### src/fb_defs.svh
// ================================================
// display timing, framebuffer geometry and the
// bus widths shared by the display RTL
// ================================================

`ifndef FB_DEFS_SVH
`define FB_DEFS_SVH

// visible area
`define FB_H_RES 640
`define FB_V_RES 480

// horizontal porches and sync, 800 clocks per line
`define FB_H_FP 16
`define FB_H_SYNC 96
`define FB_H_BP 48

// vertical porches and sync, 525 lines per frame
`define FB_V_FP 10
`define FB_V_SYNC 2
`define FB_V_BP 33

`define FB_CORDW 16       // signed screen coordinate width

// framebuffer, 1 bit per pixel
`define FB_WIDTH 160
`define FB_HEIGHT 120
`define FB_PIXELS 19200
`define FB_ADDRW 15

`define FB_COLRW 12       // 4 bits per channel
`define FB_CFG_ADDRW 2

`endif

### src/fb_pkg.sv
// ================================================
// shared structs and enums for the framebuffer
// display: position, syncs, writes, colours, FSM
// ================================================

`default_nettype none

`include "fb_defs.svh"

package fb_pkg;

    // current beam position, signed as in the timing generator
    typedef struct packed {
        logic signed [`FB_CORDW-1:0] sx;
        logic signed [`FB_CORDW-1:0] sy;
    } screen_pos_t;

    typedef struct packed {
        logic hsync;    // active low
        logic vsync;    // active low
        logic de;       // visible area
        logic frame;    // start of vertical blanking
        logic line;     // start of every line
    } sync_t;

    // one framebuffer write
    typedef struct packed {
        logic                 we;
        logic [`FB_ADDRW-1:0] addr;
        logic                 colr;
    } fb_wr_t;

    typedef struct packed {
        logic [`FB_COLRW-1:0] fg;   // set pixels
        logic [`FB_COLRW-1:0] bg;   // clear pixels
    } colour_cfg_t;

    typedef enum logic {
        CMD_CLEAR = 1'b0,
        CMD_BOX   = 1'b1
    } draw_cmd_e;

    typedef enum logic [2:0] {
        IDLE,
        CLEAR,
        TOP,
        RIGHT,
        LEFT,
        BOTTOM
    } draw_state_e;

    typedef enum logic [`FB_CFG_ADDRW-1:0] {
        REG_FG  = 2'd0,
        REG_BG  = 2'd1,
        REG_CMD = 2'd2
    } cfg_reg_e;

endpackage

`default_nettype wire

### src/fb_scanout.sv
// ================================================
// framebuffer scanout: read addressing, RAM delay
// alignment and colour mapping to the VGA pins
// ================================================

`default_nettype none
`timescale 1ns/1ps

`include "fb_defs.svh"

module fb_scanout (
    input  wire logic                  clk_pix,
    input  wire logic                  rst_n,
    input  wire fb_pkg::screen_pos_t   pos,
    input  wire fb_pkg::sync_t         sync,
    input  wire fb_pkg::colour_cfg_t   colours,
    input  wire logic                  rd_data,
    output logic [`FB_ADDRW-1:0]       rd_addr,
    output logic                       vga_hsync,
    output logic                       vga_vsync,
    output logic [3:0]                 vga_r,
    output logic [3:0]                 vga_g,
    output logic [3:0]                 vga_b
);

    logic                 paint;
    logic                 paint_p1;
    logic                 hsync_p1;
    logic                 vsync_p1;
    logic [`FB_COLRW-1:0] pix_colr;

    // framebuffer sits in the top left corner
    assign paint = sync.de && pos.sx < `FB_WIDTH && pos.sy < `FB_HEIGHT;

    always_ff @(posedge clk_pix or negedge rst_n) begin
        if (!rst_n) begin
            rd_addr <= '0;
        end else if (sync.frame) begin
            rd_addr <= '0;   // rewind for the next frame
        end else if (paint) begin
            rd_addr <= rd_addr + 1'b1;
        end
    end

    // match the one cycle RAM read
    always_ff @(posedge clk_pix or negedge rst_n) begin
        if (!rst_n) begin
            paint_p1 <= 1'b0;
            hsync_p1 <= 1'b0;
            vsync_p1 <= 1'b0;
        end else begin
            paint_p1 <= paint;
            hsync_p1 <= sync.hsync;
            vsync_p1 <= sync.vsync;
        end
    end

    always_comb begin
        if (!paint_p1) begin
            pix_colr = '0;   // black outside the framebuffer
        end else if (rd_data) begin
            pix_colr = colours.fg;
        end else begin
            pix_colr = colours.bg;
        end
    end

    always_ff @(posedge clk_pix or negedge rst_n) begin
        if (!rst_n) begin
            vga_hsync <= 1'b0;
            vga_vsync <= 1'b0;
            vga_r     <= '0;
            vga_g     <= '0;
            vga_b     <= '0;
        end else begin
            vga_hsync <= hsync_p1;
            vga_vsync <= vsync_p1;
            vga_r     <= pix_colr[11:8];
            vga_g     <= pix_colr[7:4];
            vga_b     <= pix_colr[3:0];
        end
    end

    // address must have been rewound by the frame pulse before painting
    rd_addr_in_range: assert property (
        @(posedge clk_pix) disable iff (!rst_n)
        paint |-> rd_addr < `FB_PIXELS
    ) else $error("scanout read address %0d out of range", rd_addr);

endmodule

`default_nettype wire

### config.mk
export PLATFORM = sky130hd
export DESIGN_NAME = fb_scanout
export DESIGN_NICKNAME = d
export VERILOG_FILES = /design/src/fb_pkg.sv /design/src/fb_scanout.sv
export VERILOG_INCLUDE_DIRS = /design/src
export SDC_FILE = /design/constraint.sdc
export NUM_CORES = 1
export LEC_CHECK = 0
export ABC_AREA = 1
export ABC_CLOCK_PERIOD_IN_PS = 1600
export BUFFER_PORTS_ARGS = -buffer_cell sky130_fd_sc_hd__buf_2
export CAP_MARGIN = 5
export CORE_ASPECT_RATIO = 0.9
export CORE_MARGIN = 2
export CORE_UTILIZATION = 45
export CTS_CLUSTER_DIAMETER = 50
export CTS_CLUSTER_SIZE = 8
export DETAILED_ROUTE_END_ITERATION = 6
export MAX_ROUTING_LAYER = met4
export PLACE_DENSITY_LB_ADDON = 0.08
export SKIP_LAST_GASP = 1
export SLEW_MARGIN = 20
export SYNTH_ARGS = -nofsm -noshare
export SYNTH_HDL_FRONTEND = slang
export SYNTH_SLANG_ARGS = --single-unit
export TNS_END_PERCENT = 30
### constraint.sdc
create_clock -name clk_pix -period 1.6 [get_ports clk_pix]
set_input_delay 0.32 -clock clk_pix [delete_from_list [all_inputs] [get_ports clk_pix]]
set_output_delay 0.32 -clock clk_pix [all_outputs]
set_load 0.1 [all_outputs]
## Yosys cells after proc, flatten, opt, wreduce, memory -nomap -nowiden

Cells that the tools add are included.

| storage, ports and cells | value |
|---|---|
| flip-flop bits (word level) | 32 |
| input port bits | 64 |
| output and inout bits | 29 |
| logic and storage cells | 19 |

| cells by class | value |
|---|---|
| add/subtract/negate cells | 1 |
| $lt $le $gt $ge | 2 |
| mux-type cells | 4 |
| reduce and logical (&&, ||, !) cells | 3 |

Operators with widths:

| cell | count |
|---|---|
| 2-to-1 mux 15 bit | 2 |
| 2-to-1 mux 12 bit | 2 |
| less-than comparator 16 x 8 -> 1 bit, second input constant | 1 |
| less-than comparator 16 x 9 -> 1 bit, second input constant | 1 |
| adder 15 x 1 -> 15 bit, second input constant | 1 |
| logical AND 1 bit | 2 |
| nonzero test 2 bit | 1 |

## Logic depth before layout (Yosys ltp)

| depth | value |
|---|---|
| depth in word-level cells | 5 |
| mapped depth | 10 |
| gate-level depth less buffers | 9 |

## Worst setup path before layout

No wires, ideal clock.

| path | value |
|---|---|
| kind | register to register |
| from | register rd_addr[0] |
| to | register rd_addr[14] |
| library setup time | 0.121 ns |
| arrival time | 2.017 ns |
| required time | 1.479 ns |
| setup slack | -0.538 ns |
| stages on the path, launching flop included | 9 |
| path buffers | 0 |
| clock period less this slack | 2.138 ns |
| cells stage by stage | dfrtp_1 > ha_1 > nand3_2 > nor2_2 > nand4_1 > nand2_1 > nor2_1 > nand2_1 > nand2_1 |

| between the ends | value |
|---|---|
| word-level cells in the longest chain between the ends | 3 |

RTL lines:

| element | line | text |
|---|---|---|
| start, declared | fb_scanout.sv:18 | `` output logic [`FB_ADDRW-1:0] rd_addr, `` |
| start signal, assigned | fb_scanout.sv:41 | `rd_addr <= rd_addr + 1'b1;` |
| adder 15 x 1 -> 15 bit | fb_scanout.sv:41 |  |
| 2-to-1 mux 15 bit | fb_scanout.sv:40 | `end else if (paint) begin` |
| 2-to-1 mux 15 bit | fb_scanout.sv:38 | `end else if (sync.frame) begin` |

Every way passes these cells. The select of a mux whose other input is x is not followed.
A chain may end at the register's enable or synchronous reset.

## Final worst setup path

| path | value |
|---|---|
| from | register rd_addr[0] |
| to | output port rd_addr[0] |

No word-level cell between the ends.

==> flow_summary.toml <==
[setup_path]
worst_path_dominant_cell_family = "flip-flops"
worstReg2RegStart = "rd_addr[0]"
worst_reg2reg_setup_slack_ns = 0.15
cell_breakdown_of_the_critical_path = "buf_2"
cp-start-kind = "flop"
reg2regPathDepth = 8
worst-setup-path-type = "reg2out"
cp_slowest_cell = "dfrtp_4"
wp_buf_inv = 1
crit_fanout = 8
required_ns = 1.28
crit_path_capture_type = "primary output"
worst-endpoint-arrival_ns = 1.19
timing.rr.end = "rd_addr[8]"
max_stage_delay_ns = 0.46

[grt]
grt.met1_usage = 0.242
met3_usage_grt = 0.0640
grt_util_all_layers = 0.207
grt-ovfl-total = 0
grt_max_degree = 25
met2_use_gr = 0.342
grt_antenna_before_repair = 0
top_usage_layer = "met2"
wire_length_of_the_first_global_routing_pass_um = 7060
grt_pass1_vias = 1656

[synthesis]
netlist.top_cell.by_area = "dfrtp_1"
synth_simple_gate_area_share = 0.385
yosys.area.top_type_share = 0.455
muxShareOfSynthArea = 0
yosys_register_bits = 32
ys_top_cells_by_area = "dfrtp_1 (45%), nand2_1 (14%), nor2_1 (11%)"
synthXorXnorAreaFrac = 0.0199
synth_cell_type_count = 26
synthesized_area_divided_by_synthesized_cell_count_um2 = 7.37
synth_seq_area_share = 0.455
postSynthNetCount = 304
fraction_of_the_mapped_netlist_area_in_compound_gates = 0.0640
dominant_combinational_cell_family_by_area_after_synthesis = "simple AND/OR/NAND/NOR gates"
syn-cell-area_um2 = 1760
synth_fa_ha_area_frac = 0.00711
warning_count_from_the_yosys_run = 0
syn-instance-count = 239

[placed_design]
half_perimeter_wire_length_after_detailed_placement_um = 3060
routability_congestion_estimate = 0.904
buffer_ports.inserted = 83
placed_cells_incl_taps = 365

[sta]
finalClockSkew_ns = 0.00410
rsz0062_at_grt = "false"
slew_violations = 0
max_clk_rate_mhz = 663
hold_violation_count_in_the_final_report = 0
layout_worst_path_cycle_share = 0.942
tightestPinTransition_ns = 0.527
timing.slew.headroom = 0.648
finalHoldWorstSlack_ns = 0.0109
final.min_clock_period_ns = 1.51
setup_violations = 0

[clock_network]
cts_hold_buf = 0
cts_max_level = 2
clkLatencyLatePin_ns = 0.28
numClockSinks = 32
cts_tree = "done"
cts.reportedPaths.clkPinSlew_ns = 0.07
numCtsBuffers = 5
clock_tree.root_cell = "clkbuf_8"
clockBufferDepth = 2

[detailed_routing]
via_count = 1781
drt-initial-drc-count = 87
viasPerCell = 4.77
ant_nets = 0
routed_wl_um = 4110
wire_per_inst_um = 11.0
drt_pass1_iterations = 4
remaining_drc_errors = 0

[cells_and_area]
post_layout_nonfiller_instances = 373
layout.filler_cells = 338
diodes = 0
synthToLayoutAreaGrowth_pct = 33.8
final_nets = 391
finish.utilization = 0.631
layout-drive-gt1-share = 0.376

[floorplanning]
fp.dieW_um = 69.9
row_count = 21
core_area_um2 = 3730
start_util = 0.472
overall_die_area_um2 = 4430
top_level_ports = 93
fp.dieH_um = 63.3

[power]
cellPowerDensity_nw_per_um2 = 850
irDropWorstVdd_mv = 0.503
leakage_nw = 1.27

[flow_run]
max_cap_violations = 0

[outcome]
run_status = "finished, final reports clean"

[worst_hold_path]
hold_path.class = "in2async"
cells by family after synthesis:
group,Yosys count
simple gates,156
fa+ha+maj,1
buf+inv,27
compound gates,19
flops,32
xor+xnor,4
synthesized netlist by cell type:
cell and n:
o21bai_1 2, buf_6 1, buf_2 1, buf_8 1, nand3_4 1, nor2_4 1
dfrtp_1 32, xor2_1 2, inv_1 18, nand3_1 18, nand2_2 5, nor3_1 2
nand2_1 64, o21ai_1 1, xnor2_1 2, nand3_2 1, inv_2 1, nor2_1 53
a21oi_1 2, o21ai_0 12, nand4_1 6, clkbuf_1 5, and3_1 1, nor2_2 4
ha_1 1, o21bai_2 2
cell type report:
type / count / area, µm² / share of cell area
well taps: 46 / 57.6 / 0.0244
multi-input cells: 180 / 846 / 0.359
clock buffers: 6 / 72.6 / 0.0308
repair buffers: 88 / 453 / 0.192
inverters: 19 / 71.3 / 0.0303
flip-flops and latches: 32 / 821 / 0.348
clock inverters: 2 / 35.0 / 0.0149
how the worst max path moves through the flow:
stage                           start     endpoint  cells after the start
final                      rd_addr[0]   rd_addr[0]                      1
after global routing       rd_addr[0]   rd_addr[8]                      8
after detailed placement   rd_addr[0]   rd_addr[8]                      8
after global placement     rd_addr[0]  rd_addr[14]                      9
after floorplan           rd_addr[12]  rd_addr[13]                      9
after CTS                  rd_addr[0]   rd_addr[0]                      1
metal layers:
metal	share of wire	vias up
met4	0.017	0
met5	0	-
met2	0.49	62
met1	0.43	788
met3	0.061	7
li1	-	924
power breakdown:
| group | internal (W) | switching (W) | total, W |
|---|---|---|---|
| Combinational | 0.000100 | 0.000280 | 0.000380 |
| Clock | 0.000462 | 0.000297 | 0.000758 |
| Sequential | 0.000841 | 0.0000248 | 0.000865 |
| Total | 0.00140 | 0.000601 | 0.00200 |
cells in the final DEF, fill, tap and decap left out, drive strengths merged:
master / Yosys / layout
a21oi: 2 / 2
and3: 1 / 1
buf: 3 / 88
bufinv: 0 / 1
clkbuf: 5 / 6
clkinv: 0 / 1
dfrtp: 32 / 32
ha: 1 / 1
inv: 19 / 19
nand2: 69 / 69
nand3: 20 / 20
nand4: 6 / 6
nor2: 58 / 58
nor3: 2 / 2
o21ai: 13 / 13
o21bai: 4 / 4
xnor2: 2 / 2
xor2: 2 / 2
repair_timing:
action                     4_1_cts  5_1_grt
hold endpoints to repair         0        0
setup buffers                    0        0
setup endpoints to repair        0        2
resized for setup                0        2
through the flow:
stage	worst slack, ns	power (W)	instance area [µm²]	setup TNS (ns)
global placement	0.144	0.00126	2240	0
detailed placement	0.107	0.00126	2240	0
global route	0.0146	0.00210	2360	0
finish	0.0926	0.00200	2360	0
CTS	0.0849	0.00202	2350	0
floorplan	-0.110	0.00114	1780	-0.162
sequential cells by signal (all words and copies together) (netlist names):
signal,cells
rd_addr,15
vga_b,4
vga_g,4
vga_r,4
hsync_p1,1
paint_p1,1
vga_hsync,1
vga_vsync,1
vsync_p1,1
Note: power is estimated with default switching activity, not from simulation.
