`src/fb_defs.svh`:
```
// ================================================
// display timing, framebuffer geometry and the
// bus widths shared by the display RTL
// ================================================

`ifndef FB_DEFS_SVH
`define FB_DEFS_SVH

// visible area
`define FB_H_RES 640
`define FB_V_RES 480

// horizontal porches and sync, 800 clocks per line
`define FB_H_FP 16
`define FB_H_SYNC 96
`define FB_H_BP 48

// vertical porches and sync, 525 lines per frame
`define FB_V_FP 10
`define FB_V_SYNC 2
`define FB_V_BP 33

`define FB_CORDW 16       // signed screen coordinate width

// framebuffer, 1 bit per pixel
`define FB_WIDTH 160
`define FB_HEIGHT 120
`define FB_PIXELS 19200
`define FB_ADDRW 15

`define FB_COLRW 12       // 4 bits per channel
`define FB_CFG_ADDRW 2

`endif

```
`src/fb_pkg.sv`:
```
// ================================================
// shared structs and enums for the framebuffer
// display: position, syncs, writes, colours, FSM
// ================================================

`default_nettype none

`include "fb_defs.svh"

package fb_pkg;

    // current beam position, signed as in the timing generator
    typedef struct packed {
        logic signed [`FB_CORDW-1:0] sx;
        logic signed [`FB_CORDW-1:0] sy;
    } screen_pos_t;

    typedef struct packed {
        logic hsync;    // active low
        logic vsync;    // active low
        logic de;       // visible area
        logic frame;    // start of vertical blanking
        logic line;     // start of every line
    } sync_t;

    // one framebuffer write
    typedef struct packed {
        logic                 we;
        logic [`FB_ADDRW-1:0] addr;
        logic                 colr;
    } fb_wr_t;

    typedef struct packed {
        logic [`FB_COLRW-1:0] fg;   // set pixels
        logic [`FB_COLRW-1:0] bg;   // clear pixels
    } colour_cfg_t;

    typedef enum logic {
        CMD_CLEAR = 1'b0,
        CMD_BOX   = 1'b1
    } draw_cmd_e;

    typedef enum logic [2:0] {
        IDLE,
        CLEAR,
        TOP,
        RIGHT,
        LEFT,
        BOTTOM
    } draw_state_e;

    typedef enum logic [`FB_CFG_ADDRW-1:0] {
        REG_FG  = 2'd0,
        REG_BG  = 2'd1,
        REG_CMD = 2'd2
    } cfg_reg_e;

endpackage

`default_nettype wire

```
`src/box_drawer.sv`:
```
// ================================================
// drawing engine: clears the framebuffer or traces
// a box round its edge during vertical blanking
// ================================================

`default_nettype none
`timescale 1ns/1ps

`include "fb_defs.svh"

module box_drawer (
    input  wire logic              clk_pix,
    input  wire logic              rst_n,
    input  wire logic              frame,
    input  wire logic              cmd_pending,
    input  wire fb_pkg::draw_cmd_e cmd_op,
    output logic                   cmd_ack,
    output logic                   busy,
    output fb_pkg::fb_wr_t         wr
);

    import fb_pkg::*;

    localparam int CNTW = $clog2(`FB_WIDTH);

    // horizontal edges run 159 cycles, vertical edges 120
    localparam logic [CNTW-1:0]      H_LAST    = CNTW'(`FB_WIDTH - 2);
    localparam logic [CNTW-1:0]      V_LAST    = CNTW'(`FB_HEIGHT - 1);
    localparam logic [`FB_ADDRW-1:0] ROW_STEP  = `FB_WIDTH;
    localparam logic [`FB_ADDRW-1:0] LAST_ADDR = `FB_PIXELS - 1;

    draw_state_e     state;
    logic [CNTW-1:0] edge_cnt;

    // take the command on the frame edge itself
    assign cmd_ack = (state == IDLE) && frame && cmd_pending;

    always_ff @(posedge clk_pix or negedge rst_n) begin
        if (!rst_n) begin
            state    <= IDLE;
            edge_cnt <= '0;
            busy     <= 1'b0;
            wr       <= '0;
        end else begin
            case (state)
                IDLE: begin
                    if (cmd_ack) begin
                        busy     <= 1'b1;
                        wr.we    <= 1'b1;
                        wr.addr  <= '0;
                        wr.colr  <= (cmd_op == CMD_BOX);
                        edge_cnt <= '0;
                        state    <= (cmd_op == CMD_BOX) ? TOP : CLEAR;
                    end
                end
                CLEAR: begin
                    if (wr.addr == LAST_ADDR) begin
                        wr.we <= 1'b0;
                        busy  <= 1'b0;
                        state <= IDLE;
                    end else begin
                        wr.addr <= wr.addr + 1'b1;
                    end
                end
                TOP: begin
                    wr.addr <= wr.addr + 1'b1;   // last step lands on the top right corner
                    if (edge_cnt == H_LAST) begin
                        edge_cnt <= '0;
                        state    <= RIGHT;
                    end else begin
                        edge_cnt <= edge_cnt + 1'b1;
                    end
                end
                RIGHT: begin
                    if (edge_cnt == V_LAST) begin
                        wr.addr  <= '0;   // back to top left for the left edge
                        edge_cnt <= '0;
                        state    <= LEFT;
                    end else begin
                        wr.addr  <= wr.addr + ROW_STEP;
                        edge_cnt <= edge_cnt + 1'b1;
                    end
                end
                LEFT: begin
                    if (edge_cnt == V_LAST) begin
                        wr.addr  <= wr.addr + 1'b1;   // bottom row, second pixel
                        edge_cnt <= '0;
                        state    <= BOTTOM;
                    end else begin
                        wr.addr  <= wr.addr + ROW_STEP;
                        edge_cnt <= edge_cnt + 1'b1;
                    end
                end
                BOTTOM: begin
                    if (edge_cnt == H_LAST) begin
                        wr.we <= 1'b0;
                        busy  <= 1'b0;
                        state <= IDLE;
                    end else begin
                        wr.addr  <= wr.addr + 1'b1;
                        edge_cnt <= edge_cnt + 1'b1;
                    end
                end
                default: state <= IDLE;
            endcase
        end
    end

    wr_addr_in_range: assert property (
        @(posedge clk_pix) disable iff (!rst_n)
        wr.we |-> wr.addr < `FB_PIXELS
    ) else $error("framebuffer write address %0d out of range", wr.addr);

    idle_not_busy: assert property (
        @(posedge clk_pix) disable iff (!rst_n)
        (state == IDLE) |-> !busy
    ) else $error("busy set while drawing engine idle");

endmodule

`default_nettype wire

```
`config.mk`:
```
export PLATFORM = sky130hd
export DESIGN_NAME = box_drawer
export DESIGN_NICKNAME = d
export VERILOG_FILES = /design/src/fb_pkg.sv /design/src/box_drawer.sv
export VERILOG_INCLUDE_DIRS = /design/src
export SDC_FILE = /design/constraint.sdc
export NUM_CORES = 1
export LEC_CHECK = 0
export ABC_AREA = 0
export BUFFER_PORTS_ARGS = -buffer_cell sky130_fd_sc_hd__buf_2
export CAP_MARGIN = 20
export CORE_MARGIN = 1.5
export CORE_UTILIZATION = 40
export DETAILED_ROUTE_END_ITERATION = 12
export MAX_ROUTING_LAYER = met4
export PLACE_DENSITY_LB_ADDON = 0.05
export SLEW_MARGIN = 20
export SYNTH_ARGS = -nofsm -noshare
export SYNTH_HDL_FRONTEND = slang
export SYNTH_SLANG_ARGS = --single-unit
export TNS_END_PERCENT = 100
```
`constraint.sdc`:
```
create_clock -name clk_pix -period 2.6 [get_ports clk_pix]
set_clock_uncertainty 0.2 [all_clocks]
set_input_delay 0.13 -clock clk_pix [delete_from_list [all_inputs] [get_ports clk_pix]]
set_output_delay 0.13 -clock clk_pix [all_outputs]
set_load 0.02 [all_outputs]
```
# Word level (Yosys, flattened, before mapping)
# Cells that the tools add are included.
[op_classes] muxes=24 n_addsub=3 n_reduce_logical=12 eq_ne=16
[op_table] operator="case mux 15 bit (6 select lines)" n=1
[op_table] operator="two-way mux 15 bit" n=4
[op_table] operator="two-way mux 8 bit" n=4
[op_table] operator="case mux 8 bit (4 select lines)" n=1
[op_table] operator="two-way mux 3 bit" n=6
[op_table] operator="case mux 3 bit (6 select lines)" n=1
[op_table] operator="two-way mux 17 bit" n=1
[op_table] operator="inequality test 2 bit (second input constant)" n=8
[op_table] operator="adder 15 x 1 -> 15 bit (second input constant)" n=1
[op_table] operator="adder 15 x 8 -> 15 bit (second input constant)" n=1
[op_table] operator="== test 15 bit (second input constant)" n=1
[op_table] operator="adder 8 x 1 -> 8 bit (second input constant)" n=1
[op_table] operator="== test 8 x 7 -> 1 bit (second input constant)" n=1
[op_table] operator="== test 8 bit (second input constant)" n=1
[op_table] operator="AND reduction 4 bit" n=2
[op_table] operator="== test 3 x 2 -> 1 bit (second input constant)" n=2
[op_table] operator="== test 3 bit (second input constant)" n=2
[op_table] operator="case mux 1 bit (3 select lines)" n=2
[op_table] operator="AND reduction 6 bit" n=1
[op_table] operator="nonzero test 6 bit" n=1
[op_table] operator="nonzero test 4 bit" n=1
[op_table] operator="== test 3 x 1 -> 1 bit (second input constant)" n=1
[op_table] operator="logical NOT 3 bit" n=1
[op_table] operator="two-way mux 1 bit" n=3
[op_table] operator="6 further kinds" n=7
[totals] wordCells=61 in_bits=5 register_bits=29 out_inout_bits=19

# Longest topological paths before layout
[depth] depth_word=5 ltp_mapped=8 depth_no_buf=8

# Worst setup path before layout
# OpenSTA, ideal clock, no wires.
[synth_timing] path_kind="reg2reg" startpoint="register wr[1] (netlist bit)" endpoint="register wr[10] (netlist bit)" arrival_time_ps=1933 synth_period_minus_slack_ps=2259 path_stages_with_launch=8 path_buffers=0 required_ps=2273 setup_ps=127 path_slack_ps=341 path_cell_list="dfrtp_1 -> ha_1 -> and3_1 -> nand4_1 -> a211oi_4 -> nor2_1 -> a31oi_1 -> o21ai_1"
[synth_between] elab_chain_cells=3 elab_cells_between_ends=10 cone_classes="2 x add/sub; 2 x eq/ne; 5 x mux; 1 x reduce/logical"
[synth_lines] element="start: declaration" line_no="box_drawer.sv:19" text="output fb_pkg::fb_wr_t wr"
[synth_lines] element="adder 15 x 1 -> 15 bit, or another cell as far along"
[synth_lines] element="two-way mux 15 bit, or another cell as far along" line_no="box_drawer.sv:95" text="if (edge_cnt == H_LAST) begin"
[synth_lines] element="case mux 15 bit (6 select lines) / AND reduction 4 bit (equally long branches)"
# Parallel ways exist; a longest one is shown, timed or not. The select of a mux whose other input is x is not followed.
# A chain may end at the register's enable or synchronous reset.

# Worst setup path in the final report
[layout_timing] startpoint="register wr[1] (netlist bit)" endpoint="register wr[5] (netlist bit)"
# The elaborated chain is that of the path after synthesis.

==> results.sh <==
export IMPL_pwr_share_seq_pct=24.7
export IMPL_start_util_pct=41.2
export IMPL_io_buffers=23
export IMPL_instances_no_fill=355
export IMPL_crit_path_end_kind="register"
export IMPL_combPwrFrac_pct=59.4
export IMPL_placed_area_sq_um=2360
export IMPL_crit_type="register to register"
export IMPL_syn_avg_cell_area_sq_um=8.61
export IMPL_yosys_warnings=0
export IMPL_grt_max_degree=30
export IMPL_maxSlewHeadroom_pct=54.6
export IMPL_clkTransAtPathRegs_ns=0.06
export IMPL_via_per_inst=5.68
export IMPL_antenna_cells=0
export IMPL_dp_hpwl_um=3910
export IMPL_cp_required_ns=2.59
export IMPL_crit_path_start_kind="register"
export IMPL_place_congestion=0.825
export IMPL_synth_cell_types=56
export IMPL_ir_drop_mv=0.412
export IMPL_area_growth_pct=20.7
export IMPL_clock_latency_ns=0.29
export IMPL_wl_per_cell_um=15.1
export IMPL_slowest_delay_ns=0.49
export IMPL_synth_most_common_cell="dfrtp_1"
export IMPL_fin_util_pct=49.7
export IMPL_status="complete, no violations"
export IMPL_synth_edff_count=0
export IMPL_ys_flop_type="dfrtp_1"
export IMPL_whs_path_depth=3
export IMPL_drtIter0Drc=113
export IMPL_ys_seq_area_share_pct=35.0
export IMPL_grt_overflow=0
export IMPL_grtUsageTotal_pct=21.1
export IMPL_first_pass_iters=4
export IMPL_tns_ns=0
export IMPL_switching_share_pct=45.8
export IMPL_hold_start="frame"
export IMPL_synth_top_cell_area_share_pct=35.0
export IMPL_clockPowerShare_pct=15.9
export IMPL_ctsLongestPathBuffers=2
export IMPL_synthTopCellsByCount="29 x dfrtp_1, 26 x nand2_1, 25 x o21ai_0"
export IMPL_syn_area_sq_um=2080
export IMPL_hold_path_class="primary input to register"
export IMPL_worst_path_max_fanout=6
export IMPL_postRouteAntennaNets=0
export IMPL_routed_wl_um=5380
export IMPL_worst_r2r_cell_count=6
export IMPL_hold_violations=0
export IMPL_grt_antenna_before_repair=0
export IMPL_p_leak_nw=1.12
export IMPL_reg2reg_to="wr[5]"
export IMPL_first_global_vias=1891
export IMPL_fmax_ghz=0.416
export IMPL_p_per_area_nw_per_um2=1060
export IMPL_p_switching_mw=1.22
export IMPL_yosys_area_top_type="dfrtp_1"
export IMPL_numCtsBuffers=5
export IMPL_cts_root_buf="clkbuf_8"
export IMPL_power_mw=2.65
export IMPL_rr_startpoint="wr[1]"
export IMPL_period_needed_ns=2.41
export IMPL_final_max_slew_viol_count=0
export IMPL_io_pins=24
export IMPL_cts_sinks=29
export IMPL_htreeDepth=2
export IMPL_whs_endpoint="busy"
export IMPL_tritoncts="done"
export IMPL_async_flop_share_pct=100
export IMPL_internal_power_mw=1.44
export IMPL_rsz0062_at_grt="false"
export IMPL_crit_chain="ha_1, and3_1, nand4_1, o221ai_1, or3_1, o31ai_1"
export IMPL_netlist_instances=241
export IMPL_synth_nets=251
export IMPL_fp_dieW_um=75.0
export IMPL_vias=2015
export IMPL_dieHeight_um=75.0
export IMPL_grt_pass1_wl_um=8670
export IMPL_ys_ff_latch=29
export IMPL_dp_cells=342
export IMPL_drv_cap=0
export IMPL_rrSetupSlack_ns=0.19
export IMPL_crit_arrival_ns=2.40
export IMPL_core_area_sq_um=5040
export IMPL_setup_viol=0
export IMPL_drive_gt1_share_pct=24.2
export IMPL_drc=0
export IMPL_rows=26
export IMPL_cts_resized=0
export IMPL_synth_area_leaders="dfrtp_1 35%, o21ai_0 6.0%, nand2_1 4.7%"
export IMPL_tightest_slew_ns=0.681
export IMPL_critPathSlowestCell="or3_1"
export IMPL_finalCritPeriodShare_pct=92.5
export IMPL_nets=294
export IMPL_dieArea_sq_um=5630
export IMPL_stdcell_area_sq_um=2500
cell families after synthesis:
| group | share of synthesized area (%) |
|---|---|
| multiplexers | 1.02 |
| AO/OA/AOI/OAI | 29.1 |
| adder cells (fa/ha/maj) | 3.01 |
| AND/OR/NAND/NOR | 28.9 |
| buffers and inverters | 3.07 |
| flip-flops | 35.0 |
through the flow:
| step | setup WS [ns] | hold WS, ns |
|---|---|---|
| after CTS | 0.151 | 0.0915 |
| after detailed placement | 0.159 | 0.00801 |
| final | 0.194 | 0.0912 |
| after global routing | 0.0858 | 0.135 |
| after floorplan | 0.341 | -0.366 |
| after global placement | 0.187 | 0.0159 |
layer usage:
metal / wire length [um] / GRT usage, % / share of wire (%)
met3: 146 / 4.95 / 2.7
met5: 0 / - / 0
met4: 69 / 7.27 / 1.3
met1: 2440 / 24.9 / 45
met2: 2730 / 35.1 / 51
area by class of cell:
type                       instances  area, sq um
multi-input combinational        199         1290
timing repair buffer              46          293
clock inverter                     1         5.00
fill                             503         2540
sequential                        29          726
inverter                           3         11.3
tap                               70         87.6
clock buffer                       7         96.3
worst max path at each step:
stage	depth (start not counted)	slack [ns]	end	from
floorplan	7	0.34	wr[10]	wr[1]
global placement	6	0.19	wr[5]	wr[1]
detailed placement	8	0.16	wr[10]	edge_cnt[0]
CTS	8	0.15	wr[12]	edge_cnt[0]
global route	6	0.09	wr[5]	wr[1]
finish	6	0.19	wr[5]	wr[1]
layout by cell type (no fill, tap or decap), types with 2 or more instances in the layout:
cell type      count
a211o_1            2
a21bo_2            2
a21o_1             3
a21oi_1           13
a31oi_1            7
and3_1             9
buf_2             23
buf_4             21
clkbuf_8           7
dfrtp_1           29
dlygate4sd3_1      2
ha_1               5
inv_1              3
nand2_1           26
nand2b_1           8
nand3_1           14
nand3b_1           2
nand4_1            6
nor2_1            16
nor2b_1            5
nor3_1             5
o211ai_1           5
o21ai_0           25
o22a_1             2
o22a_2             2
o2bb2ai_1          2
o31ai_1            8
or3_1              3
power by group through the flow:
stage / registers [mW] / logic (mW) / clock network [mW]
after global placement: 0.663 / 1.53 / 0
after detailed placement: 0.665 / 1.52 / 0
after global routing: 0.676 / 1.75 / 0.452
final: 0.655 / 1.58 / 0.422
after floorplan: 0.710 / 1.01 / 0
after CTS: 0.657 / 1.53 / 0.435
worst max-delay path, delay by kind of cell (launching register included):
kind,cells,cell delay (ns)
DFF,1,0.42
and+or+nand+nor,3,0.94
AOI/OAI and AO/OA,2,0.49
adders and majority gates,1,0.25
what timing repair did:
item | CTS | global route
setup endpoints to repair | 0 | 3
endpoints found under the hold margin | 32 | 0
hold buffers | 2 | 0
buffers inserted | 0 | 3
registers in the layout, summed over array words and instances (netlist names):
name / flops
state: 3
wr: 17
busy: 1
edge_cnt: 8
No activity file was read; power rests on OpenSTA's default activity.
