<file path="config.mk">
export PLATFORM = sky130hd
export DESIGN_NAME = fb_cfg_regs
export DESIGN_NICKNAME = d
export VERILOG_FILES = /design/src/fb_pkg.sv /design/src/fb_cfg_regs.sv
export VERILOG_INCLUDE_DIRS = /design/src
export SDC_FILE = /design/constraint.sdc
export NUM_CORES = 1
export LEC_CHECK = 0
export ABC_CLOCK_PERIOD_IN_PS = 1900
export BUFFER_PORTS_ARGS = -buffer_cell sky130_fd_sc_hd__buf_4
export CORE_MARGIN = 3
export CORE_UTILIZATION = 49
export DETAILED_ROUTE_END_ITERATION = 8
export HOLD_SLACK_MARGIN = 0.05
export PLACE_DENSITY = 0.82
export SETUP_SLACK_MARGIN = 0.5
export SLEW_MARGIN = 20
export SYNTH_ARGS = -nofsm -noshare
export SYNTH_HDL_FRONTEND = slang
export SYNTH_SLANG_ARGS = --single-unit
</file>
<file path="constraint.sdc">
create_clock -name clk_pix -period 1.9 [get_ports clk_pix]
set_clock_uncertainty 0.2 [all_clocks]
set_input_delay 0.285 -clock clk_pix [delete_from_list [all_inputs] [get_ports clk_pix]]
set_output_delay 0.285 -clock clk_pix [all_outputs]
set_load 0.05 [all_outputs]
</file>
<file path="src/fb_defs.svh">
// ================================================
// display timing, framebuffer geometry and the
// bus widths shared by the display RTL
// ================================================

`ifndef FB_DEFS_SVH
`define FB_DEFS_SVH

// visible area
`define FB_H_RES 640
`define FB_V_RES 480

// horizontal porches and sync, 800 clocks per line
`define FB_H_FP 16
`define FB_H_SYNC 96
`define FB_H_BP 48

// vertical porches and sync, 525 lines per frame
`define FB_V_FP 10
`define FB_V_SYNC 2
`define FB_V_BP 33

`define FB_CORDW 16       // signed screen coordinate width

// framebuffer, 1 bit per pixel
`define FB_WIDTH 160
`define FB_HEIGHT 120
`define FB_PIXELS 19200
`define FB_ADDRW 15

`define FB_COLRW 12       // 4 bits per channel
`define FB_CFG_ADDRW 2

`endif

</file>
<file path="src/fb_pkg.sv">
// ================================================
// shared structs and enums for the framebuffer
// display: position, syncs, writes, colours, FSM
// ================================================

`default_nettype none

`include "fb_defs.svh"

package fb_pkg;

    // current beam position, signed as in the timing generator
    typedef struct packed {
        logic signed [`FB_CORDW-1:0] sx;
        logic signed [`FB_CORDW-1:0] sy;
    } screen_pos_t;

    typedef struct packed {
        logic hsync;    // active low
        logic vsync;    // active low
        logic de;       // visible area
        logic frame;    // start of vertical blanking
        logic line;     // start of every line
    } sync_t;

    // one framebuffer write
    typedef struct packed {
        logic                 we;
        logic [`FB_ADDRW-1:0] addr;
        logic                 colr;
    } fb_wr_t;

    typedef struct packed {
        logic [`FB_COLRW-1:0] fg;   // set pixels
        logic [`FB_COLRW-1:0] bg;   // clear pixels
    } colour_cfg_t;

    typedef enum logic {
        CMD_CLEAR = 1'b0,
        CMD_BOX   = 1'b1
    } draw_cmd_e;

    typedef enum logic [2:0] {
        IDLE,
        CLEAR,
        TOP,
        RIGHT,
        LEFT,
        BOTTOM
    } draw_state_e;

    typedef enum logic [`FB_CFG_ADDRW-1:0] {
        REG_FG  = 2'd0,
        REG_BG  = 2'd1,
        REG_CMD = 2'd2
    } cfg_reg_e;

endpackage

`default_nettype wire

</file>
<file path="src/fb_cfg_regs.sv">
// ================================================
// colour registers and the pending draw command
// ================================================

`default_nettype none
`timescale 1ns/1ps

`include "fb_defs.svh"

module fb_cfg_regs (
    input  wire logic                     clk_pix,
    input  wire logic                     rst_n,
    input  wire logic                     cfg_we,
    input  wire logic [`FB_CFG_ADDRW-1:0] cfg_addr,
    input  wire logic [`FB_COLRW-1:0]     cfg_wdata,
    input  wire logic                     cmd_ack,
    output fb_pkg::colour_cfg_t           colours,
    output logic                          cmd_pending,
    output fb_pkg::draw_cmd_e             cmd_op
);

    import fb_pkg::*;

    cfg_reg_e wr_reg;

    assign wr_reg = cfg_reg_e'(cfg_addr);

    always_ff @(posedge clk_pix or negedge rst_n) begin
        if (!rst_n) begin
            colours     <= '0;
            cmd_pending <= 1'b0;
            cmd_op      <= CMD_CLEAR;
        end else begin
            if (cmd_ack) begin
                cmd_pending <= 1'b0;
            end
            // a command write in the ack cycle overrides the clear above
            if (cfg_we) begin
                case (wr_reg)
                    REG_FG: colours.fg <= cfg_wdata;
                    REG_BG: colours.bg <= cfg_wdata;
                    REG_CMD: begin
                        cmd_pending <= 1'b1;
                        cmd_op      <= draw_cmd_e'(cfg_wdata[0]);
                    end
                    default: ;   // unused address
                endcase
            end
        end
    end

    // drawing engine must only take a command that is actually pending
    ack_needs_pending: assert property (
        @(posedge clk_pix) disable iff (!rst_n)
        cmd_ack |-> cmd_pending
    ) else $error("cmd_ack while no command pending");

endmodule

`default_nettype wire

</file>
Word level (Yosys, flattened, before mapping)
Index checks and enable logic that the tools add are counted.

storage, ports and cells
  flip-flop bits (word level) = 26
  input bits = 18

cells by class
  equal/unequal tests = 2
  muxes and demuxes = 3
  reduce and logical (&&, ||, !) cells = 4

operators with widths
  cell                                                              count
  2-bit AND reduction                                               3
  1-bit 2-to-1 mux                                                  3
  2-bit by 1-bit == test with 1-bit output (second input constant)  1
  2-bit == test (second input constant)                             1
  2-bit zero test                                                   1

Logic depth before layout (Yosys ltp)
Gate-level depths: netlist of the first run.

  depth in word-level cells = 3
  gate-level depth with buffers = 3
  depth with buffers taken out = 2

Worst setup path after synthesis of the first run
OpenSTA, ideal clock, no wires.

  path type = input -> register
  start point = input port cfg_addr[0]
  end point = register colours[12] (netlist bit)
  arrival = 995 ps
  slack = 581 ps
  stages = 3
  path buffers = 1
  cells stage by stage = nor3b_4 > buf_6 > mux2_2

on the way
  cells in the longest elaborated chain, start to end = 2

ends and longest elaborated chain
  what                                  line               text
  start, declared                       fb_cfg_regs.sv:14  input wire logic [`FB_CFG_ADDRW-1:0] cfg_addr,
  2-bit zero test                       fb_cfg_regs.sv:39  case (wr_reg)
  2-bit AND reduction (no source line)  -
  end, declared                         fb_cfg_regs.sv:17  output fb_pkg::colour_cfg_t colours,

Every way passes these cells.
A chain may end at the register's enable or synchronous reset.

Worst setup path in the final report of the first run
  start point = register colours[18] (netlist bit)
  end point = output port colours[18] (netlist bit)

No word-level cell between the ends.

==> flow_summary.json, run 1 <==
{
  "outcome": "finished, final reports clean",
  "clock-sinks": 26,
  "hold_viol": 0,
  "setup_viol": 0,
  "nNetsFinal": 144,
  "timing.rr.start": "colours[18]$_DFFE_PN0P_",
  "fin_setup_tns_ns": 0,
  "routedWlPerCell_um": 17.77,
  "cts_tree": "done",
  "synth.most_common_cell": "dfrtp_1",
  "cpMaxStageDelayCell": "dfrtp_1",
  "synthFlopType": "dfrtp_1",
  "grt_usage": 0.1955,
  "synthToLayoutAreaGrowth_pct": 64.56,
  "yosys-top-cells-count": "26 x dfrtp_1, 25 x mux2_2, 2 x buf_6",
  "reg2reg_setup_slack_ns": 0.76,
  "crit_fanout": 2,
  "rsz0062_at_grt": "yes",
  "grt_pass1_wl_um": 3843,
  "powerDensity_nw_per_um2": 1082,
  "grt_max_degree": 27,
  "crit_path_start": "colours[18]$_DFFE_PN0P_",
  "crit_family": "flip-flops",
  "synth_top_area_frac": 0.6444,
  "core-area_um2": 1839,
  "path_class": "flop to primary output",
  "ir_worst_vdd_uv": 956.1,
  "critPathRequiredTime_ns": 1.41,
  "placementRows": 15,
  "insertion_delay_ns": 0.30,
  "synth_seq_cells": 26,
  "antenna_left": 0,
  "die_x_um": 51.40,
  "ys_seq_area_frac": 0.6444,
  "synth.largest_area_cell": "dfrtp_1",
  "syn_area_um2": 1010,
  "arrival_ns": 0.90,
  "n_antenna_cell": 0,
  "cts_max_level": 1,
  "cellLeakagePower_nw": 0.7876,
  "syn_inst": 58,
  "viasPerCell": 4.973,
  "critical_path.cell_chain": "buf_6",
  "cts-root-buf": "clkbuf_4",
  "startpoint_type": "flop",
  "io_buffers": 43,
  "clk_pin_slew_ns": 0.12,
  "numCtsBuffers": 3,
  "pre_cts_ws_ns": 0.4002,
  "ys_types": 8,
  "p_total_w": 0.001798,
  "synthTopCellsByArea": "dfrtp_1 64%, mux2_2 28%, buf_6 2.2%",
  "grt_pass1_vias": 798,
  "slowest_delay_ns": 0.44,
  "worst_pin_slew_ns": 0.3242,
  "yosys_warnings": 0,
  "start_util": 0.5490,
  "firstDrtPassIters": 4,
  "drv_slew": 0,
  "gp_congestion": 0.6695,
  "fmax_mhz": 720.0,
  "path_buf_inv": 1,
  "maxCapViolCount": 0,
  "slew-limit-headroom": 0.7839,
  "dp_hpwl_um": 1511,
  "io_pins": 44,
  "finalWirelength_um": 2648,
  "die_area_um2": 2641,
  "synth_edf_count": 0,
  "worst-path-stages": 1,
  "drive_gt1_frac": 0.6532,
  "vias": 741,
  "antenna_found_initial": 0,
  "post-route-min-period_ns": 1.389,
  "fin_crit_sh": 0.7310,
  "synth_nets": 76,
  "die_h_um": 51.40,
  "r2r_end": "colours[18]$_DFFE_PN0P_",
  "worst_slack_ns": 0.5111,
  "avgSynthCellArea_um2": 17.41,
  "critPathCaptureType": "primary output",
  "endpoint": "colours[18]",
  "synthArstFlopShare": 1.000,
  "drtIter0Drc": 11,
  "hold_class": "primary input to flop",
  "grt_overflow": 0,
  "clockBufferDepth": 2,
  "reg2reg_depth": 2,
  "route.detailed.drc": 0
}
## report_power, final
group | total (W) | switching, W | internal [W]
clock | 0.000213 | 0.000139 | 0.0000737
sequential | 0.000736 | 0.0000804 | 0.000656
combinational | 0.000849 | 0.000496 | 0.000353
total | 0.00180 | 0.000716 | 0.00108
## how the worst min path moves through the flow
stage,cells past startpoint,start,endpoint
floorplan,0,rst_n,cmd_op$_DFFE_PN0P_
global placement,1,rst_n,colours[3]$_DFFE_PN0P_
detailed placement,1,rst_n,colours[3]$_DFFE_PN0P_
CTS,3,cfg_we,cmd_pending$_DFF_PN0_
global route,3,cfg_addr[1],cmd_pending$_DFF_PN0_
finish,3,cfg_addr[1],cmd_pending$_DFF_PN0_
## state kept, by name, summed over array words and instances (netlist names)
| name | count |
|---|---|
| cmd_pending | 1 |
| colours | 24 |
| cmd_op | 1 |
## worst register-to-register path, delay by kind of cell, from the launching register on
family	cells	cell delay (ns)
DFF	1	0.44
buffers and inverters	1	0.15
muxes	1	0.26
## stage by stage
stage	std cells	util	hold WS [ns]	area [um2]
floorplan	58	-	-0.2106	1010
global placement	125	0.7333	0.005054	1349
detailed placement	125	0.7333	0.004356	1349
CTS	145	0.8463	0.1183	1556
global route	149	0.9034	0.1130	1662
finish	149	0.9034	0.1381	1662
## repair_timing
item,CTS,global route
hold buffers,14,0
resized for setup,6,20
pin swaps,0,0
endpoints found under the setup margin,9,25
buffers inserted,3,4
endpoints found under the hold margin,52,0
## placed cells by master, fill, tap and decap left out
cell           instances
dfrtp_1               26
buf_6                 26
mux2_2                25
buf_4                 25
dlygate4sd3_1         14
clkbuf_4               3
inv_1                  1
nand3b_1               1
o21ai_0                1
nor3b_4                1
nand3b_4               1
## metal layers
layer | vias to the layer above | share of wire | global-route usage
met5 | - | 0 | 0
met4 | 0 | 0.0079 | 0.02183
met3 | 3 | 0.052 | 0.04665
met2 | 30 | 0.54 | 0.3686
met1 | 372 | 0.40 | 0.2288
li1 | 336 | - | -
## cells by family (layout without fill, tap and decap cells)
family / count (synthesis) / in the layout / share of synthesized area
flip-flops: 26 / 26 / 0.6444
multiplexers: 25 / 25 / 0.2788
AND/OR/NAND/NOR: 3 / 3 / 0.04585
buffers and inverters: 3 / 69 / 0.02602
AO/OA/AOI/OAI: 1 / 1 / 0.004952
## area by class of cell
class	count	area [um2]
sequential	26	650.6
tap	25	31.28
inverter	1	3.754
multi-input combinational	29	332.8
timing repair buffer	65	620.6
fill	73	177.7
clock buffer	3	22.52
(Power assumes the default switching activity.)
==> run 2, diff against run 1 <==
--- a/config.mk
+++ b/config.mk
@@ -6,13 +6,14 @@
 export SDC_FILE = /design/constraint.sdc
 export NUM_CORES = 1
 export LEC_CHECK = 0
-export ABC_CLOCK_PERIOD_IN_PS = 1900
+export ABC_AREA = 1
+export ABC_CLOCK_PERIOD_IN_PS = 1320
 export BUFFER_PORTS_ARGS = -buffer_cell sky130_fd_sc_hd__buf_4
 export CORE_MARGIN = 3
-export CORE_UTILIZATION = 49
+export CORE_UTILIZATION = 46
 export DETAILED_ROUTE_END_ITERATION = 8
 export HOLD_SLACK_MARGIN = 0.05
-export PLACE_DENSITY = 0.82
+export PLACE_DENSITY = 0.77
 export SETUP_SLACK_MARGIN = 0.5
 export SLEW_MARGIN = 20
 export SYNTH_ARGS = -nofsm -noshare
==> constraint.sdc (replaced) <==
create_clock -name clk_pix -period 1.32 [get_ports clk_pix]
set_clock_uncertainty 0.2 [all_clocks]
set_input_delay 0.198 -clock clk_pix [delete_from_list [all_inputs] [get_ports clk_pix]]
set_output_delay 0.198 -clock clk_pix [all_outputs]
set_load 0.05 [all_outputs]
==> run 2 against run 1 <==
The flow now finishes with violations (hold timing, setup timing); final area grew 9.0%; sequential power grew 45%; first-iteration DRC count grew to 3.1 times the previous value; critical path type unchanged; largest cell class unchanged; largest power group unchanged; clock power grew to 2.6 times the previous value; synthesized cell count grew 100%; count of clock-buffer cells in the layout is the same.
==> flow_summary.json, run 2 <==
{
  "hold_start": "cmd_ack",
  "nNetsFinal": 187,
  "hold_depth": 2,
  "ys_seq_area_frac": 0.5991,
  "utilization": 0.8613,
  "intPower_w": 0.001713,
  "grt_usage": 0.2415,
  "maxCapViolCount": 0,
  "worst_hold_slack_ns": -0.1704,
  "fill_cells": 111,
  "synth_top_area_frac": 0.5991,
  "critPathCaptureType": "primary output",
  "fin_crit_sh": 1.020,
  "cts-root-buf": "clkbuf_4",
  "placementRows": 16,
  "slew-limit-headroom": 0.7829,
  "pre_cts_ws_ns": 0.1091,
  "seq_power_share": 0.385,
  "finalWirelength_um": 3447,
  "arrival_ns": 0.95,
  "outcome": "finished, violations left",
  "grt_pass1_wl_um": 4968,
  "dp.cells": 182,
  "startpoint_type": "flop",
  "ir_worst_vdd_uv": 1092,
  "start_util": 0.5167,
  "clockBufferDepth": 2,
  "slowest_delay_ns": 0.46,
  "die_area_um2": 2980,
  "setup_viol": 13,
  "yosys_warnings": 0,
  "io_buffers": 43,
  "worst_pin_slew_ns": 0.3257,
  "post-route-min-period_ns": 1.346,
  "clkPwrFrac": 0.199,
  "synthFlopType": "dfrtp_1",
  "holdBufCountCts": 1,
  "share_comb_of_total_power": 0.416,
  "r2r_end": "colours[0]$_DFFE_PN0P_",
  "final_cell_mix": "37 x nand2_1, 26 x dfrtp_2, 20 x buf_4",
  "synth.most_common_cell": "nand2_1",
  "fin_cells": 195,
  "grt_max_degree": 27,
  "firstDrtPassIters": 4,
  "synthArstFlopShare": 1.000,
  "hold_class": "primary input to flop",
  "worst_slack_ns": -0.02605,
  "gp_congestion": 0.7878,
  "cts_max_level": 1,
  "cts_tree": "done",
  "drtIter0Drc": 34,
  "violations": "hold timing, setup timing",
  "hold_viol": 26,
  "avgSynthCellArea_um2": 9.282,
  "largest-register": "colours",
  "fin_setup_tns_ns": -0.1629,
  "synth_edf_count": 0,
  "vias": 1100,
  "drv_slew": 0,
  "fmax_mhz": 742.9,
  "ys_types": 12,
  "clock-sinks": 26,
  "critical_path.cell_chain": "buf_8",
  "rsz0062_at_grt": "yes",
  "switching_share": 0.3822,
  "clk_pin_slew_ns": 0.16,
  "grt_overflow": 0,
  "drive_gt1_frac": 0.6131,
  "insertion_delay_ns": 0.31,
  "final_common_cell": "nand2_1",
  "route.detailed.drc": 0,
  "largest_reg_flops": 24,
  "crit_path_start": "colours[13]$_DFFE_PN0P_",
  "dp_hpwl_um": 2021,
  "n_antenna_cell": 0,
  "critPathRequiredTime_ns": 0.92,
  "antenna_left": 0,
  "whs_endpoint": "cmd_pending$_DFF_PN0_",
  "antenna_found_initial": 0,
  "syn_inst": 117,
  "synth.largest_area_cell": "dfrtp_1",
  "yosys-top-cells-count": "50 x nand2_1, 26 x dfrtp_1, 13 x nand3_1, 13 x nand4_1, 4 x buf_2",
  "path_class": "flop to primary output",
  "synthTopCellsByArea": "dfrtp_1 60%, nand2_1 17%, nand4_1 7.5%",
  "routedWlPerCell_um": 17.68,
  "largestRegisters": "colours x24, cmd_op x1, cmd_pending x1",
  "synth_nets": 135,
  "cpMaxStageDelayCell": "dfrtp_2",
  "reg2reg_depth": 6,
  "crit_fanout": 2,
  "syn_area_um2": 1086,
  "io_pins": 44,
  "timing.rr.start": "colours[0]$_DFFE_PN0P_",
  "crit_family": "flip-flops",
  "synthToLayoutAreaGrowth_pct": 66.71,
  "powerDensity_nw_per_um2": 1532,
  "p_switching_w": 0.001060,
  "path_buf_inv": 1,
  "numCtsBuffers": 3,
  "cellLeakagePower_nw": 0.8853,
  "die_h_um": 54.59,
  "core-area_um2": 2102,
  "viasPerCell": 5.641,
  "synth_seq_cells": 26,
  "die_x_um": 54.59,
  "reg2reg_setup_slack_ns": -0.02,
  "grt_pass1_vias": 1074
}
==> run 2: cell count changes after synthesis, moves of 2 or more <==
cell | before | now
buf_2 | 0 | 4
nand3_1 | 0 | 13
nand2_1 | 0 | 50
buf_4 | 0 | 2
mux2_2 | 25 | 0
inv_1 | 1 | 3
nand4_1 | 0 | 13
==> run 2: layout make-up <==
| cell class | count | area, um2 | share of cell area |
|---|---|---|---|
| inverter | 3 | 15.01 | 0.008293 |
| timing repair buffer | 54 | 595.6 | 0.3290 |
| clock inverter | 1 | 30.03 | 0.01659 |
| sequential | 26 | 683.2 | 0.3773 |
| tap | 27 | 33.78 | 0.01866 |
| multi-input combinational | 81 | 430.4 | 0.2377 |
| clock buffer | 3 | 22.52 | 0.01244 |
==> run 2: cell families (layout without fill, tap and decap cells) <==
family / Yosys count / after routing / synth area share
buffers and inverters: 11 / 61 / 0.06336
and+or+nand+nor: 79 / 80 / 0.3330
DFF: 26 / 26 / 0.5991
AOI/OAI and AO/OA: 1 / 1 / 0.004604
==> run 2: how the worst max path moves through the flow <==
stage,endpoint,cells past startpoint
finish,colours[13],1
global route,colours[13],1
CTS,colours[0],1
detailed placement,colours[18]$_DFFE_PN0P_,5
global placement,colours[23]$_DFFE_PN0P_,5
floorplan,cmd_pending$_DFF_PN0_,2
==> run 2: power groups by stage <==
stage	logic, W	registers (W)	clock network (W)
3_3_place_gp	0.000877	0.00102	0
4_1_cts	0.00109	0.00105	0.000548
6_report	0.00115	0.00107	0.000552
3_5_place_dp	0.000896	0.00103	0
5_1_grt	0.00121	0.00108	0.000584
2_1_floorplan	0.000139	0.00147	0
==> run 2: routing by layer <==
layer | up-vias | share of wire | track usage
met5 | - | 0 | 0
met4 | 0 | 0.030 | 0.07884
met3 | 10 | 0.064 | 0.04632
met2 | 53 | 0.52 | 0.4370
met1 | 551 | 0.39 | 0.2824
li1 | 486 | - | -
==> run 2: what timing repair did <==
| item | 4_1_cts | 5_1_grt |
|---|---|---|
| pin swaps | 4 | 8 |
| setup endpoints to repair | 47 | 52 |
| hold endpoints to repair | 52 | 26 |
| gates cloned | 0 | 1 |
| gates resized for setup | 53 | 15 |
| buffers inserted | 4 | 3 |
==> run 2: per-stage QoR <==
step	hold WS, ns	total power (W)	area (um2)
floorplan	-0.2976	0.001609	1132
global route	-0.1833	0.002872	1810
detailed placement	-0.07542	0.001921	1448
global placement	-0.08374	0.001900	1448
CTS	-0.1627	0.002687	1732
finish	-0.1704	0.002773	1810
